### config.mk
export PLATFORM = sky130hd
export DESIGN_NAME = dtm_top
export DESIGN_NICKNAME = d
export VERILOG_FILES = /design/src/hw/dmi_pkg.sv /design/src/hw/jtag_pkg.sv /design/src/hw/dmi_access.sv /design/src/hw/dtm_dr_chains.sv /design/src/hw/dtm_top.sv /design/src/hw/jtag_shift_reg.sv /design/src/hw/jtag_tap_ctrl.sv
export SDC_FILE = /design/constraint.sdc
export NUM_CORES = 1
export LEC_CHECK = 0
export ABC_AREA = 1
export BUFFER_PORTS_ARGS = -buffer_cell sky130_fd_sc_hd__buf_2
export CAP_MARGIN = 0
export CORE_MARGIN = 2
export CORE_UTILIZATION = 47
export DETAILED_ROUTE_END_ITERATION = 12
export PLACE_DENSITY = 0.69
export SYNTH_ARGS = -nofsm -noshare
export SYNTH_HDL_FRONTEND = slang
export SYNTH_SLANG_ARGS = --single-unit
### constraint.sdc
create_clock -name clk -period 4.2 [get_ports clk]
set_input_delay 0.21 -clock clk [delete_from_list [all_inputs] [get_ports clk]]
set_output_delay 0.21 -clock clk [all_outputs]
set_load 0.01 [all_outputs]
### src/hw/dmi_pkg.sv
package dmi_pkg;

    // dmi field widths
    localparam int DMI_ABITS = 10;
    localparam int DMI_DBITS = 32;
    localparam int DMI_OP_W  = 2;

    // 44 bit dmi word, op in the two lowest bits
    typedef struct packed {
        logic [DMI_ABITS-1:0] addr;
        logic [DMI_DBITS-1:0] data;
        logic [DMI_OP_W-1:0]  op;
    } dmi_reg_t;

    // op field, towards the debug module
    localparam logic [DMI_OP_W-1:0] DMI_OP_NOP   = 2'd0;
    localparam logic [DMI_OP_W-1:0] DMI_OP_READ  = 2'd1;
    localparam logic [DMI_OP_W-1:0] DMI_OP_WRITE = 2'd2;

    // op field, status back to the debugger
    localparam logic [DMI_OP_W-1:0] DMI_ST_SUCCESS = 2'd0;
    localparam logic [DMI_OP_W-1:0] DMI_ST_BUSY    = 2'd3;

endpackage

### src/hw/jtag_pkg.sv
package jtag_pkg;

    // instruction register length, riscv debug spec minimum
    localparam int IR_WIDTH = 5;

    typedef logic [IR_WIDTH-1:0] ir_t;

    // instruction codes
    localparam ir_t INSTR_IDCODE = 5'h01;
    localparam ir_t INSTR_DMI    = 5'h11;
    localparam ir_t INSTR_BYPASS = 5'h1F;

    // idcode word width
    localparam int IDCODE_W = 32;

    // the sixteen tap states
    typedef enum logic [3:0] {
        TAP_RESET      = 4'h0,
        TAP_IDLE       = 4'h1,
        TAP_SELECT_DR  = 4'h2,
        TAP_CAPTURE_DR = 4'h3,
        TAP_SHIFT_DR   = 4'h4,
        TAP_EXIT1_DR   = 4'h5,
        TAP_PAUSE_DR   = 4'h6,
        TAP_EXIT2_DR   = 4'h7,
        TAP_UPDATE_DR  = 4'h8,
        TAP_SELECT_IR  = 4'h9,
        TAP_CAPTURE_IR = 4'hA,
        TAP_SHIFT_IR   = 4'hB,
        TAP_EXIT1_IR   = 4'hC,
        TAP_PAUSE_IR   = 4'hD,
        TAP_EXIT2_IR   = 4'hE,
        TAP_UPDATE_IR  = 4'hF
    } tap_state_t;

endpackage

### src/hw/dmi_access.sv
`timescale 1ns/1ns

module dmi_access (
    input  logic                          clk,
    input  logic                          rst_n,
    input  logic                          dmi_update_i,
    input  dmi_pkg::dmi_reg_t             dmi_update_value_i,
    input  logic                          dmi_ack_i,
    input  logic [dmi_pkg::DMI_DBITS-1:0] dmi_rdata_i,
    output logic                          dmi_start_read_o,
    output logic                          dmi_start_write_o,
    output logic [dmi_pkg::DMI_ABITS-1:0] dmi_addr_o,
    output logic [dmi_pkg::DMI_DBITS-1:0] dmi_wdata_o,
    output dmi_pkg::dmi_reg_t             dmi_capture_value_o
);
    import dmi_pkg::*;

    logic                 req_read;
    logic                 req_write;
    logic                 busy_q;
    logic                 read_pend_q;
    logic                 start_read_q;
    logic                 start_write_q;
    logic [DMI_ABITS-1:0] addr_q;
    logic [DMI_DBITS-1:0] wdata_q;
    logic [DMI_DBITS-1:0] rdata_q;

    // new request only when nothing is in flight, nop and reserved ops ignored
    assign req_read  = dmi_update_i && !busy_q && (dmi_update_value_i.op == DMI_OP_READ);
    assign req_write = dmi_update_i && !busy_q && (dmi_update_value_i.op == DMI_OP_WRITE);

    always_ff @(posedge clk)
    begin
        if (!rst_n)
        begin
            busy_q        <= 1'b0;
            read_pend_q   <= 1'b0;
            start_read_q  <= 1'b0;
            start_write_q <= 1'b0;
        end
        else
        begin
            start_read_q  <= req_read;
            start_write_q <= req_write;
            // outstanding from start pulse until ack
            if (req_read || req_write)
            begin
                busy_q      <= 1'b1;
                read_pend_q <= req_read;
            end
            else if (dmi_ack_i)
            begin
                busy_q      <= 1'b0;
                read_pend_q <= 1'b0;
            end
        end
    end

    // addr and wdata hold until the next accepted request
    always_ff @(posedge clk)
    begin
        if (!rst_n)
        begin
            addr_q  <= '0;
            wdata_q <= '0;
            rdata_q <= '0;
        end
        else
        begin
            if (req_read || req_write)
            begin
                addr_q  <= dmi_update_value_i.addr;
                wdata_q <= dmi_update_value_i.data;
            end
            // write acks carry no data
            if (dmi_ack_i && read_pend_q)
            begin
                rdata_q <= dmi_rdata_i;
            end
        end
    end

    // word loaded by the next capture-dr
    always_comb
    begin
        dmi_capture_value_o.addr = addr_q;
        dmi_capture_value_o.data = rdata_q;
        dmi_capture_value_o.op   = busy_q ? DMI_ST_BUSY : DMI_ST_SUCCESS;
    end

    assign dmi_start_read_o  = start_read_q;
    assign dmi_start_write_o = start_write_q;
    assign dmi_addr_o        = addr_q;
    assign dmi_wdata_o       = wdata_q;

    // the bus only acknowledges a request that is in flight
    a_ack_outstanding: assert property (@(posedge clk) disable iff (!rst_n)
        dmi_ack_i |-> busy_q)
        else $error("dmi acknowledge without outstanding request");

endmodule

### src/hw/dtm_dr_chains.sv
`timescale 1ns/1ns

module dtm_dr_chains #(
    parameter logic [jtag_pkg::IDCODE_W-1:0] IDCODE_VALUE = 32'h12345678
) (
    input  logic             clk,
    input  logic             rst_n,
    input  logic             tck_rise_i,
    input  logic             tlr_i,
    input  logic             tdi_i,
    input  logic             dr_capture_i,
    input  logic             dr_shift_i,
    input  logic             dr_update_i,
    input  jtag_pkg::ir_t    ir_value_i,
    input  dmi_pkg::dmi_reg_t dmi_capture_value_i,
    output logic             dr_tdo_o,
    output logic             dmi_update_o,
    output dmi_pkg::dmi_reg_t dmi_update_value_o
);
    import jtag_pkg::*;
    import dmi_pkg::*;

    logic                sel_idcode;
    logic                sel_dmi;
    logic                sel_bypass;
    logic [IDCODE_W-1:0] idcode_q;
    logic                bypass_q;
    logic                dmi_tdo;
    logic                dmi_update_q;

    // anything unknown falls back to bypass
    assign sel_idcode = (ir_value_i == INSTR_IDCODE);
    assign sel_dmi    = (ir_value_i == INSTR_DMI);
    assign sel_bypass = !sel_idcode && !sel_dmi;

    // idcode is read only, no update stage
    always_ff @(posedge clk)
    begin
        if (sel_idcode && dr_capture_i)
        begin
            idcode_q <= IDCODE_VALUE;
        end
        else if (sel_idcode && dr_shift_i)
        begin
            idcode_q <= {tdi_i, idcode_q[IDCODE_W-1:1]};
        end
    end

    // single bypass bit, leading 0
    always_ff @(posedge clk)
    begin
        if (sel_bypass && dr_capture_i)
        begin
            bypass_q <= 1'b0;
        end
        else if (sel_bypass && dr_shift_i)
        begin
            bypass_q <= tdi_i;
        end
    end

    // dmi chain only sees strobes while dmi is selected
    jtag_shift_reg #(
        .data_t      (dmi_reg_t),
        .RESET_VALUE ('0)
    ) u_dmi_reg (
        .clk             (clk),
        .rst_n           (rst_n),
        .tck_rise_i      (tck_rise_i),
        .clear_i         (tlr_i),
        .capture_i       (dr_capture_i && sel_dmi),
        .shift_i         (dr_shift_i && sel_dmi),
        .update_i        (dr_update_i && sel_dmi),
        .tdi_i           (tdi_i),
        .capture_value_i (dmi_capture_value_i),
        .tdo_bit_o       (dmi_tdo),
        .update_value_o  (dmi_update_value_o)
    );

    // delayed one cycle so the update stage already holds the new word
    always_ff @(posedge clk)
    begin
        if (!rst_n)
        begin
            dmi_update_q <= 1'b0;
        end
        else
        begin
            dmi_update_q <= dr_update_i && sel_dmi;
        end
    end

    assign dmi_update_o = dmi_update_q;

    // tdo source
    assign dr_tdo_o = sel_dmi    ? dmi_tdo     :
                      sel_idcode ? idcode_q[0] : bypass_q;

endmodule

### src/hw/dtm_top.sv
`timescale 1ns/1ns

module dtm_top #(
    parameter logic [jtag_pkg::IDCODE_W-1:0] IDCODE_VALUE = 32'h12345678
) (
    input  logic                          clk,
    input  logic                          rst_n,
    input  logic                          tck_i,
    input  logic                          tms_i,
    input  logic                          tdi_i,
    input  logic                          dmi_ack_i,
    input  logic [dmi_pkg::DMI_DBITS-1:0] dmi_rdata_i,
    output logic                          tdo_o,
    output logic                          dmi_start_read_o,
    output logic                          dmi_start_write_o,
    output logic [dmi_pkg::DMI_ABITS-1:0] dmi_addr_o,
    output logic [dmi_pkg::DMI_DBITS-1:0] dmi_wdata_o
);
    import jtag_pkg::*;
    import dmi_pkg::*;

    logic     tdi_s;
    logic     tck_rise;
    logic     tlr;
    logic     ir_capture;
    logic     ir_shift;
    logic     ir_update;
    logic     dr_capture;
    logic     dr_shift;
    logic     dr_update;
    logic     ir_tdo;
    logic     dr_tdo;
    logic     dmi_update;
    ir_t      ir_value;
    dmi_reg_t dmi_update_value;
    dmi_reg_t dmi_capture_value;

    jtag_tap_ctrl u_tap (
        .clk          (clk),
        .rst_n        (rst_n),
        .tck_i        (tck_i),
        .tms_i        (tms_i),
        .tdi_i        (tdi_i),
        .ir_tdo_i     (ir_tdo),
        .dr_tdo_i     (dr_tdo),
        .tdi_o        (tdi_s),
        .tck_rise_o   (tck_rise),
        .tlr_o        (tlr),
        .ir_capture_o (ir_capture),
        .ir_shift_o   (ir_shift),
        .ir_update_o  (ir_update),
        .dr_capture_o (dr_capture),
        .dr_shift_o   (dr_shift),
        .dr_update_o  (dr_update),
        .tdo_o        (tdo_o)
    );

    // instruction register, capture returns the current instruction
    jtag_shift_reg #(
        .data_t      (ir_t),
        .RESET_VALUE (INSTR_IDCODE)
    ) u_ir (
        .clk             (clk),
        .rst_n           (rst_n),
        .tck_rise_i      (tck_rise),
        .clear_i         (tlr),
        .capture_i       (ir_capture),
        .shift_i         (ir_shift),
        .update_i        (ir_update),
        .tdi_i           (tdi_s),
        .capture_value_i (ir_value),
        .tdo_bit_o       (ir_tdo),
        .update_value_o  (ir_value)
    );

    dtm_dr_chains #(
        .IDCODE_VALUE (IDCODE_VALUE)
    ) u_dr (
        .clk                 (clk),
        .rst_n               (rst_n),
        .tck_rise_i          (tck_rise),
        .tlr_i               (tlr),
        .tdi_i               (tdi_s),
        .dr_capture_i        (dr_capture),
        .dr_shift_i          (dr_shift),
        .dr_update_i         (dr_update),
        .ir_value_i          (ir_value),
        .dmi_capture_value_i (dmi_capture_value),
        .dr_tdo_o            (dr_tdo),
        .dmi_update_o        (dmi_update),
        .dmi_update_value_o  (dmi_update_value)
    );

    dmi_access u_dmi (
        .clk                 (clk),
        .rst_n               (rst_n),
        .dmi_update_i        (dmi_update),
        .dmi_update_value_i  (dmi_update_value),
        .dmi_ack_i           (dmi_ack_i),
        .dmi_rdata_i         (dmi_rdata_i),
        .dmi_start_read_o    (dmi_start_read_o),
        .dmi_start_write_o   (dmi_start_write_o),
        .dmi_addr_o          (dmi_addr_o),
        .dmi_wdata_o         (dmi_wdata_o),
        .dmi_capture_value_o (dmi_capture_value)
    );

endmodule

### src/hw/jtag_shift_reg.sv
`timescale 1ns/1ns

module jtag_shift_reg #(
    parameter type   data_t      = jtag_pkg::ir_t,
    parameter data_t RESET_VALUE = '0
) (
    input  logic  clk,
    input  logic  rst_n,
    input  logic  tck_rise_i,
    input  logic  clear_i,
    input  logic  capture_i,
    input  logic  shift_i,
    input  logic  update_i,
    input  logic  tdi_i,
    input  data_t capture_value_i,
    output logic  tdo_bit_o,
    output data_t update_value_o
);
    localparam int W = $bits(data_t);

    logic [W-1:0] shift_q;
    logic [W-1:0] update_q;

    // shift stage, lsb leaves first, tdi enters at the top
    always_ff @(posedge clk)
    begin
        if (clear_i)
        begin
            shift_q <= RESET_VALUE;
        end
        else if (capture_i)
        begin
            shift_q <= capture_value_i;
        end
        else if (shift_i)
        begin
            shift_q <= {tdi_i, shift_q[W-1:1]};
        end
    end

    // update stage is what the rest of the design sees
    always_ff @(posedge clk)
    begin
        if (!rst_n || clear_i)
        begin
            update_q <= RESET_VALUE;
        end
        else if (update_i)
        begin
            update_q <= shift_q;
        end
    end

    assign tdo_bit_o      = shift_q[0];
    assign update_value_o = data_t'(update_q);

    // every scan strobe has to coincide with a tck rise
    a_strobe_on_rise: assert property (@(posedge clk) disable iff (!rst_n)
        (capture_i || shift_i || update_i) |-> tck_rise_i)
        else $error("scan strobe without tck rise");

endmodule

### src/hw/jtag_tap_ctrl.sv
`timescale 1ns/1ns

module jtag_tap_ctrl (
    input  logic clk,
    input  logic rst_n,
    input  logic tck_i,
    input  logic tms_i,
    input  logic tdi_i,
    input  logic ir_tdo_i,
    input  logic dr_tdo_i,
    output logic tdi_o,
    output logic tck_rise_o,
    output logic tlr_o,
    output logic ir_capture_o,
    output logic ir_shift_o,
    output logic ir_update_o,
    output logic dr_capture_o,
    output logic dr_shift_o,
    output logic dr_update_o,
    output logic tdo_o
);
    import jtag_pkg::*;

    logic       tck_s1;
    logic       tck_s2;
    logic       tck_q;
    logic [2:0] tms_sync;
    logic [2:0] tdi_sync;
    logic       tck_fall;
    logic       tck_rise_q;
    tap_state_t state_q;
    tap_state_t state_d;

    // two flop synchronizer plus edge register for tck
    always_ff @(posedge clk)
    begin
        if (!rst_n)
        begin
            tck_s1     <= 1'b0;
            tck_s2     <= 1'b0;
            tck_q      <= 1'b0;
            tck_rise_q <= 1'b0;
        end
        else
        begin
            tck_s1     <= tck_i;
            tck_s2     <= tck_s1;
            tck_q      <= tck_s2;
            tck_rise_q <= tck_s2 & ~tck_q;
        end
    end

    // tms and tdi get the same depth, so they line up with tck_rise_q
    always_ff @(posedge clk)
    begin
        tms_sync <= {tms_sync[1:0], tms_i};
        tdi_sync <= {tdi_sync[1:0], tdi_i};
    end

    // falling edge seen one stage early, tdo loads on it
    assign tck_fall = ~tck_s2 & tck_q;

    // standard tap transitions, sampled tms
    always_comb
    begin
        state_d = state_q;
        case (state_q)
            TAP_RESET:      state_d = tms_sync[2] ? TAP_RESET : TAP_IDLE;
            TAP_IDLE:       state_d = tms_sync[2] ? TAP_SELECT_DR : TAP_IDLE;
            TAP_SELECT_DR:  state_d = tms_sync[2] ? TAP_SELECT_IR : TAP_CAPTURE_DR;
            TAP_CAPTURE_DR: state_d = tms_sync[2] ? TAP_EXIT1_DR : TAP_SHIFT_DR;
            TAP_SHIFT_DR:   state_d = tms_sync[2] ? TAP_EXIT1_DR : TAP_SHIFT_DR;
            TAP_EXIT1_DR:   state_d = tms_sync[2] ? TAP_UPDATE_DR : TAP_PAUSE_DR;
            TAP_PAUSE_DR:   state_d = tms_sync[2] ? TAP_EXIT2_DR : TAP_PAUSE_DR;
            TAP_EXIT2_DR:   state_d = tms_sync[2] ? TAP_UPDATE_DR : TAP_SHIFT_DR;
            TAP_UPDATE_DR:  state_d = tms_sync[2] ? TAP_SELECT_DR : TAP_IDLE;
            TAP_SELECT_IR:  state_d = tms_sync[2] ? TAP_RESET : TAP_CAPTURE_IR;
            TAP_CAPTURE_IR: state_d = tms_sync[2] ? TAP_EXIT1_IR : TAP_SHIFT_IR;
            TAP_SHIFT_IR:   state_d = tms_sync[2] ? TAP_EXIT1_IR : TAP_SHIFT_IR;
            TAP_EXIT1_IR:   state_d = tms_sync[2] ? TAP_UPDATE_IR : TAP_PAUSE_IR;
            TAP_PAUSE_IR:   state_d = tms_sync[2] ? TAP_EXIT2_IR : TAP_PAUSE_IR;
            TAP_EXIT2_IR:   state_d = tms_sync[2] ? TAP_UPDATE_IR : TAP_SHIFT_IR;
            TAP_UPDATE_IR:  state_d = tms_sync[2] ? TAP_SELECT_DR : TAP_IDLE;
            default:        state_d = TAP_RESET;
        endcase
    end

    // state only steps on a tck rise
    always_ff @(posedge clk)
    begin
        if (!rst_n)
        begin
            state_q <= TAP_RESET;
        end
        else if (tck_rise_q)
        begin
            state_q <= state_d;
        end
    end

    // tdo follows the shifting chain, holds outside the shift states
    always_ff @(posedge clk)
    begin
        if (!rst_n)
        begin
            tdo_o <= 1'b0;
        end
        else if (tck_fall && state_q == TAP_SHIFT_IR)
        begin
            tdo_o <= ir_tdo_i;
        end
        else if (tck_fall && state_q == TAP_SHIFT_DR)
        begin
            tdo_o <= dr_tdo_i;
        end
    end

    // scan strobes, keyed to the state before the edge
    assign ir_capture_o = tck_rise_q && (state_q == TAP_CAPTURE_IR);
    assign ir_shift_o   = tck_rise_q && (state_q == TAP_SHIFT_IR);
    assign ir_update_o  = tck_rise_q && (state_q == TAP_UPDATE_IR);
    assign dr_capture_o = tck_rise_q && (state_q == TAP_CAPTURE_DR);
    assign dr_shift_o   = tck_rise_q && (state_q == TAP_SHIFT_DR);
    assign dr_update_o  = tck_rise_q && (state_q == TAP_UPDATE_DR);

    assign tck_rise_o = tck_rise_q;
    assign tlr_o      = (state_q == TAP_RESET);
    assign tdi_o      = tdi_sync[2];

    // tck must stay high for more than one clk after a rise
    a_rise_fall_apart: assert property (@(posedge clk) disable iff (!rst_n)
        !(tck_rise_q && tck_fall))
        else $error("tck rise and fall strobes overlap");

endmodule

### Word-level counts from Yosys, hierarchy flattened

Index checks and enable logic that the tools add are counted.

* bitwise gates (word level): 4
* equal/unequal tests: 19
* multiplexer cells: 25
* reductions and logical operators: 34

Operators with widths (number)
* two-way mux 44 bit: 2
* case mux 4 bit (12 select lines): 1
* equality test 4 bit (second input constant): 8
* logical AND 1 bit: 20
* equality test 4 x 3 -> 1 bit (second input constant): 4
* two-way mux 4 bit: 4
* two-way mux 1 bit: 10
* two-way mux 5 bit: 2
* equality test 4 x 2 -> 1 bit (second input constant): 2
* two-way mux 2 bit: 4
* nonzero test 2 bit: 4
* two-way mux 3 bit: 2
* equality test 5 x 1 -> 1 bit (second input constant): 1
* equality test 5 bit (second input constant): 1
* equality test 4 x 1 -> 1 bit (second input constant): 1
* logical NOT 1 bit: 4
* logical NOT 4 bit: 1
* OR reduction 2 bit: 2
* OR reduction 3 bit: 1
* bitwise AND 1 bit: 2
* equality test 2 x 1 -> 1 bit (second input constant): 1
* equality test 2 bit (second input constant): 1
* logical OR 1 bit: 2
* inverter 1 bit: 2

* input port bits: 38
* register bits: 225
* output and inout bits: 45
* logic and storage cells: 104

### Longest topological paths before layout

* depth in word-level cells: 5
* mapped depth: 11
* depth with buffers taken out: 9

### Hierarchy

From an unflattened synthesis, not the netlist that was laid out.

* cells, all modules: 1393
* area, all modules: 9661.8 um^2

By module, submodules not included
* jtag_shift_reg at u_dr.u_dmi_reg: cells each 566, area each 3870.0 um^2, instances 1, seq. area each 1761.7 um^2
* dmi_access: cells each 449, area each 3200.6 um^2, instances 1, seq. area each 1561.5 um^2
* dtm_dr_chains: cells each 205, area each 1466.4 um^2, instances 1, seq. area each 680.7 um^2
* jtag_tap_ctrl: cells each 112, area each 714.4 um^2, instances 1, seq. area each 300.3 um^2
* jtag_shift_reg at u_ir: cells each 61, area each 410.4 um^2, instances 1, seq. area each 200.2 um^2

### Worst setup path before layout

No wires, ideal clock.

* kind: register -> register
* start point: register u_tap.state_q[1]
* end point: register u_dr.u_dmi_reg.shift_q[28]
* period minus slack after synthesis: 1457 ps
* slack: 2743 ps
* cell stages (with the launch flop): 12
* path buffers: 2
* required time: 4085 ps
* arrival: 1343 ps
* library setup time: 115 ps
* path through: dfxtp_1 buf_2 nand2_1 inv_2 nand2_2 inv_2 nand2_1 nor2_4 buf_2 o21ai_0 nor2_1 nor2_1

* cells in the longest elaborated chain, start to end: 4
* elaborated cells on any way between the ends: 9
* classes of those cells: eq/ne (2); mux (1); reduce/logical (6)

Ends and longest elaborated chain
* start: declaration: line jtag_tap_ctrl.sv:31 `tap_state_t state_q;`
* start signal: assignment: line jtag_tap_ctrl.sv:97 `state_q <= state_d;`
* equality test 4 x 2 -> 1 bit / equality test 4 x 3 -> 1 bit (equally long branches): line jtag_tap_ctrl.sv:122, jtag_tap_ctrl.sv:123
* logical AND 1 bit (on tied branches): line jtag_tap_ctrl.sv:122, jtag_tap_ctrl.sv:123
* logical AND 1 bit (on tied branches): line dtm_dr_chains.sv:71, dtm_dr_chains.sv:72
* two-way mux 44 bit / nonzero test 2 bit (equally long branches)
* end signal: assignment: line jtag_shift_reg.sv:33 `shift_q <= capture_value_i;`
* end signal: assignment: line jtag_shift_reg.sv:37 `shift_q <= {tdi_i, shift_q[W-1:1]};`
* end: declaration: line jtag_shift_reg.sv:21 `logic [W-1:0] shift_q;`

Several ways; a longest one is shown, not always the timed one.
A chain may end at the register's enable or synchronous reset.

### Final worst setup path

* start point: register u_tap.state_q[1]
* end point: register u_dr.u_dmi_reg.update_q[26], in the netlist u_dr.u_dmi_reg.update_value_o[26]

* cells in the longest elaborated chain, start to end: 3
* elaborated cells on any way between the ends: 5
* classes of those cells: eq/ne (1); reduce/logical (4)

Ends and longest elaborated chain
* equality test 4 bit: line jtag_tap_ctrl.sv:124 `assign dr_update_o = tck_rise_q && (state_q == TAP_UPDATE_DR);`
* logical AND 1 bit: line jtag_tap_ctrl.sv:124
* logical AND 1 bit: line dtm_dr_chains.sv:73 `.update_i (dr_update_i && sel_dmi),`
* end signal: assignment: line jtag_shift_reg.sv:50 `update_q <= shift_q;`
* end: declaration: line jtag_shift_reg.sv:22 `logic [W-1:0] update_q;`

Several ways; a longest one is shown, not always the timed one.

==> key figures <==
Floorplan
  – Die W: 140 µm
  – Floorplan Core Area: approximately 0.018 mm²
  – Site Rows: 49
  – Initial Utilization: about half
  – Boundary Pins: 83
  – DIE AREA: 0.0195 mm²
  – DIE HEIGHT: about 140 µm

Hold path
  – HP Class: input pin to flop
  – Worst hold path depth: 3
  – Hold_sp: dmi_rdata_i[21]

Synthesis
  – #FFs+latches synth: 225
  – Mux share of post-synthesis cell area: 0%
  – Synth Area in Simple Gates: 17.3%
  – Post-synthesis cell count: 1,148
  – Top cell type's share of synthesized area: 52.2%
  – Largest family of logic cells by synthesized area: compound AO/OA/AOI/OAI gates
  – Leading area contributor after synthesis: dfxtp_1
  – Synthesized cell area: 0.00863 mm²
  – Synth area leaders: dfxtp_1 52%, nor2_1 11%, o21ai_0 9.6%
  – Post-synthesis xor/xnor area fraction: 0%
  – Synth Area in Compound Gates: 20.5%
  – Yosys warns: 0
  – Cell variety after synth: 27
  – Post-synth net total: around 1.2k
  – Avg Cell Area, Syn: approximately 7.5 µm²
  – Post-Synth Adder-Cell Area: 0%
  – Sequential element share of the synthesized area: 52.2%

Layout
  – Antenna cell count: 0
  – Syn-to-layout area delta: 16.4%
  – Final std cells w/o fill: 1,451
  – Commonest non-fill, non-tap cells in the layout: 259 x nor2_1, 225 x dfxtp_1, 166 x o21ai_0, 111 x inv_1, 101 x a21oi_1
  – Final instance area: around 0.01 mm²
  – Nets@finish: approximately 1.2k
  – Commonest non-fill, non-tap cell in the layout: nor2_1
  – Layout cells sized above 1: 12.0%

Timing
  – Setup violators final: 0
  – Post-layout minimum cycle time: between 2 and 3 ns
  – Worst rel slew slack: 27.5%
  – Max Transition Viols Final: 0
  – Hold WS: 0.00697 ns
  – Crit share post-route: 63.4%
  – Setup TNS: 0 ns
  – Clock skew: roughly 0.011 ns
  – Worst-Margin Slew: 1.08 ns
  – RSZ-0062 raised after global routing: false
  – Max Clk Rate: around 380 MHz
  – Hold Vio Cnt, Final: 0

Clock network
  – Post-CTS sizing: 0
  – Clock slew at the register clock pins of the worst setup and hold paths: 0.06 ns
  – Clk Tree Root Cell: clkbuf_16
  – CTS tree: yes
  – H-tree levels: 1
  – TritonCTS Buffers: 24
  – Clock sinks: 225
  – Clock Latency Late Sink: 0.51 ns
  – CTS max path bufs: 3

Worst setup path
  – CP startpoint kind: flop
  – Crit path top cell by count: nor2_2
  – Max Fanout on Critical Path: 51
  – Crit path buffers/inverters: 2
  – Setup CP Type: flop to flop
  – Critical Path AT: 3.10 ns
  – Critical path, cell by cell: nor2_2, nand2_2, inv_1, nor2_2, buf_4, o21ai_0, a21oi_1
  – CP Data Required Time: 4.63 ns
  – Worst setup EP type: flop
  – CP top delay family: simple AND/OR/NAND/NOR gates
  – R2r worst-path depth: 7
  – Worst path slowest cell: nand2_2
  – R2R Path Start: u_tap.state_q[1]
  – Critical path depth in cells: 7
  – Crit. Startpoint: u_tap.state_q[1]
  – Crit-path max cell delay: 0.69 ns

Route
  – DR iter-0 viols: 566
  – Via count: 7,328
  – First drt pass iteration count: 5
  – Vias/cell: 5.05
  – Detail Route Antenna Nets: 0
  – Post-route DRC: 0
  – DR WL/cell: approximately 13 µm
  – Post-Route WL: approximately 19 mm

Placement
  – Dpl cells: 1,385
  – Dpl hpwl: 11.1 mm
  – Placed inst area: between 0.008 and 0.009 mm²
  – GP Congestion: 0.868
  – Port bufs: 82

Global routing
  – Vias in the first global route: 6,689
  – Initial antenna violation count: 0
  – First-pass GRT wire length: 31.9 mm
  – Largest net degree at the start of global routing: 80
  – Congestion Overflow GR: 0
  – GRT Overall Usage: 19.2%

Job
  – # Max-Cap Violations: 0

Power
  – Power Density: 436 mW/mm²
  – Power Total: 4.38 mW
  – Leakage: about 4.2 nW
  – Maximum VDD drop: 0.291 mV

Outcome
  – Status: complete, no violations
layer usage:
layer,track usage [%],vias to the layer above,wire (µm),share of wire [%]
li1,-,3811,-,-
met1,26.7,3327,9140,48
met2,31.3,159,8480,45
met3,2.68,31,880,4.7
met4,5.58,0,366,1.9
met5,0,-,0,0
worst min-delay path: stages:
cell and delay, ns:
buf_2 0.08, o21ai_0 0.07, a21oi_1 0.10
state kept, by name, indices dropped and copies added, names as in the netlist, 3 cells and up:
register,flops
u_dr.u_dmi_reg.update_value_o,44
u_dmi.dmi_wdata_o,32
u_dr.u_dmi_reg.shift_q,44
u_tap.state_q,4
u_ir.shift_q,5
u_dmi.dmi_addr_o,10
u_tap.tms_sync,3
u_tap.tdi_sync,3
u_dr.idcode_q,32
u_ir.update_value_o,5
u_dmi.rdata_q,32
what timing repair did:
item	in CTS	in global routing
endpoints found under the hold margin	25	0
hold buffers	25	0
buffers inserted	0	0
cells by family after synthesis:
group / Yosys count
AOI/OAI and AO/OA: 349
buffers and inverters: 200
DFF: 225
and+or+nand+nor: 374
synthesized netlist by cell type:
library cell	count
clkinv_1	2
nand2_2	3
a211oi_1	3
clkbuf_2	1
buf_4	13
clkbuf_1	36
nor2_1	259
o211a_1	1
o311ai_0	1
inv_1	111
inv_2	6
buf_6	4
nand3_1	27
nand4_1	2
o21ai_0	166
dfxtp_1	225
nor2_2	5
nand3_2	1
nor2_4	3
o221ai_1	1
o21ai_1	75
buf_1	1
buf_2	26
a21oi_1	101
nor3_1	1
a22oi_1	1
nand2_1	73
through the flow:
stage | setup slack [ns] | util, %
after floorplan | 2.74 | -
after CTS | 1.53 | 55.9
after global placement | 1.59 | 49.9
after detailed placement | 1.55 | 49.9
final | 1.54 | 55.9
after global routing | 1.25 | 55.9
layout make-up:
cell class / count / area (µm²)
Fill cell: 1697 / 7920
Sequential cell: 225 / 4500
Multi-Input combinational cell: 723 / 3260
Clock buffer: 38 / 785
Timing Repair Buffer: 114 / 713
Inverter: 119 / 447
Tap cell: 229 / 287
Clock inverter: 3 / 43.8
final timing paths:
kind                                                          end  slack (ns)
worst min register to register                  u_tap.tms_sync[1]        0.33
worst max register to register  u_dr.u_dmi_reg.update_value_o[26]        1.54
worst min-delay path                            u_dmi.rdata_q[21]       0.007
worst max-delay path            u_dr.u_dmi_reg.update_value_o[26]        1.54
power by group:
| part | internal, mW | total [mW] | switching [mW] |
|---|---|---|---|
| Clock | 1.33 | 2.16 | 0.827 |
| Sequential | 2.14 | 2.14 | 0.00375 |
| Combinational | 0.0361 | 0.0723 | 0.0362 |
Note: power is estimated with default switching activity, not from simulation.
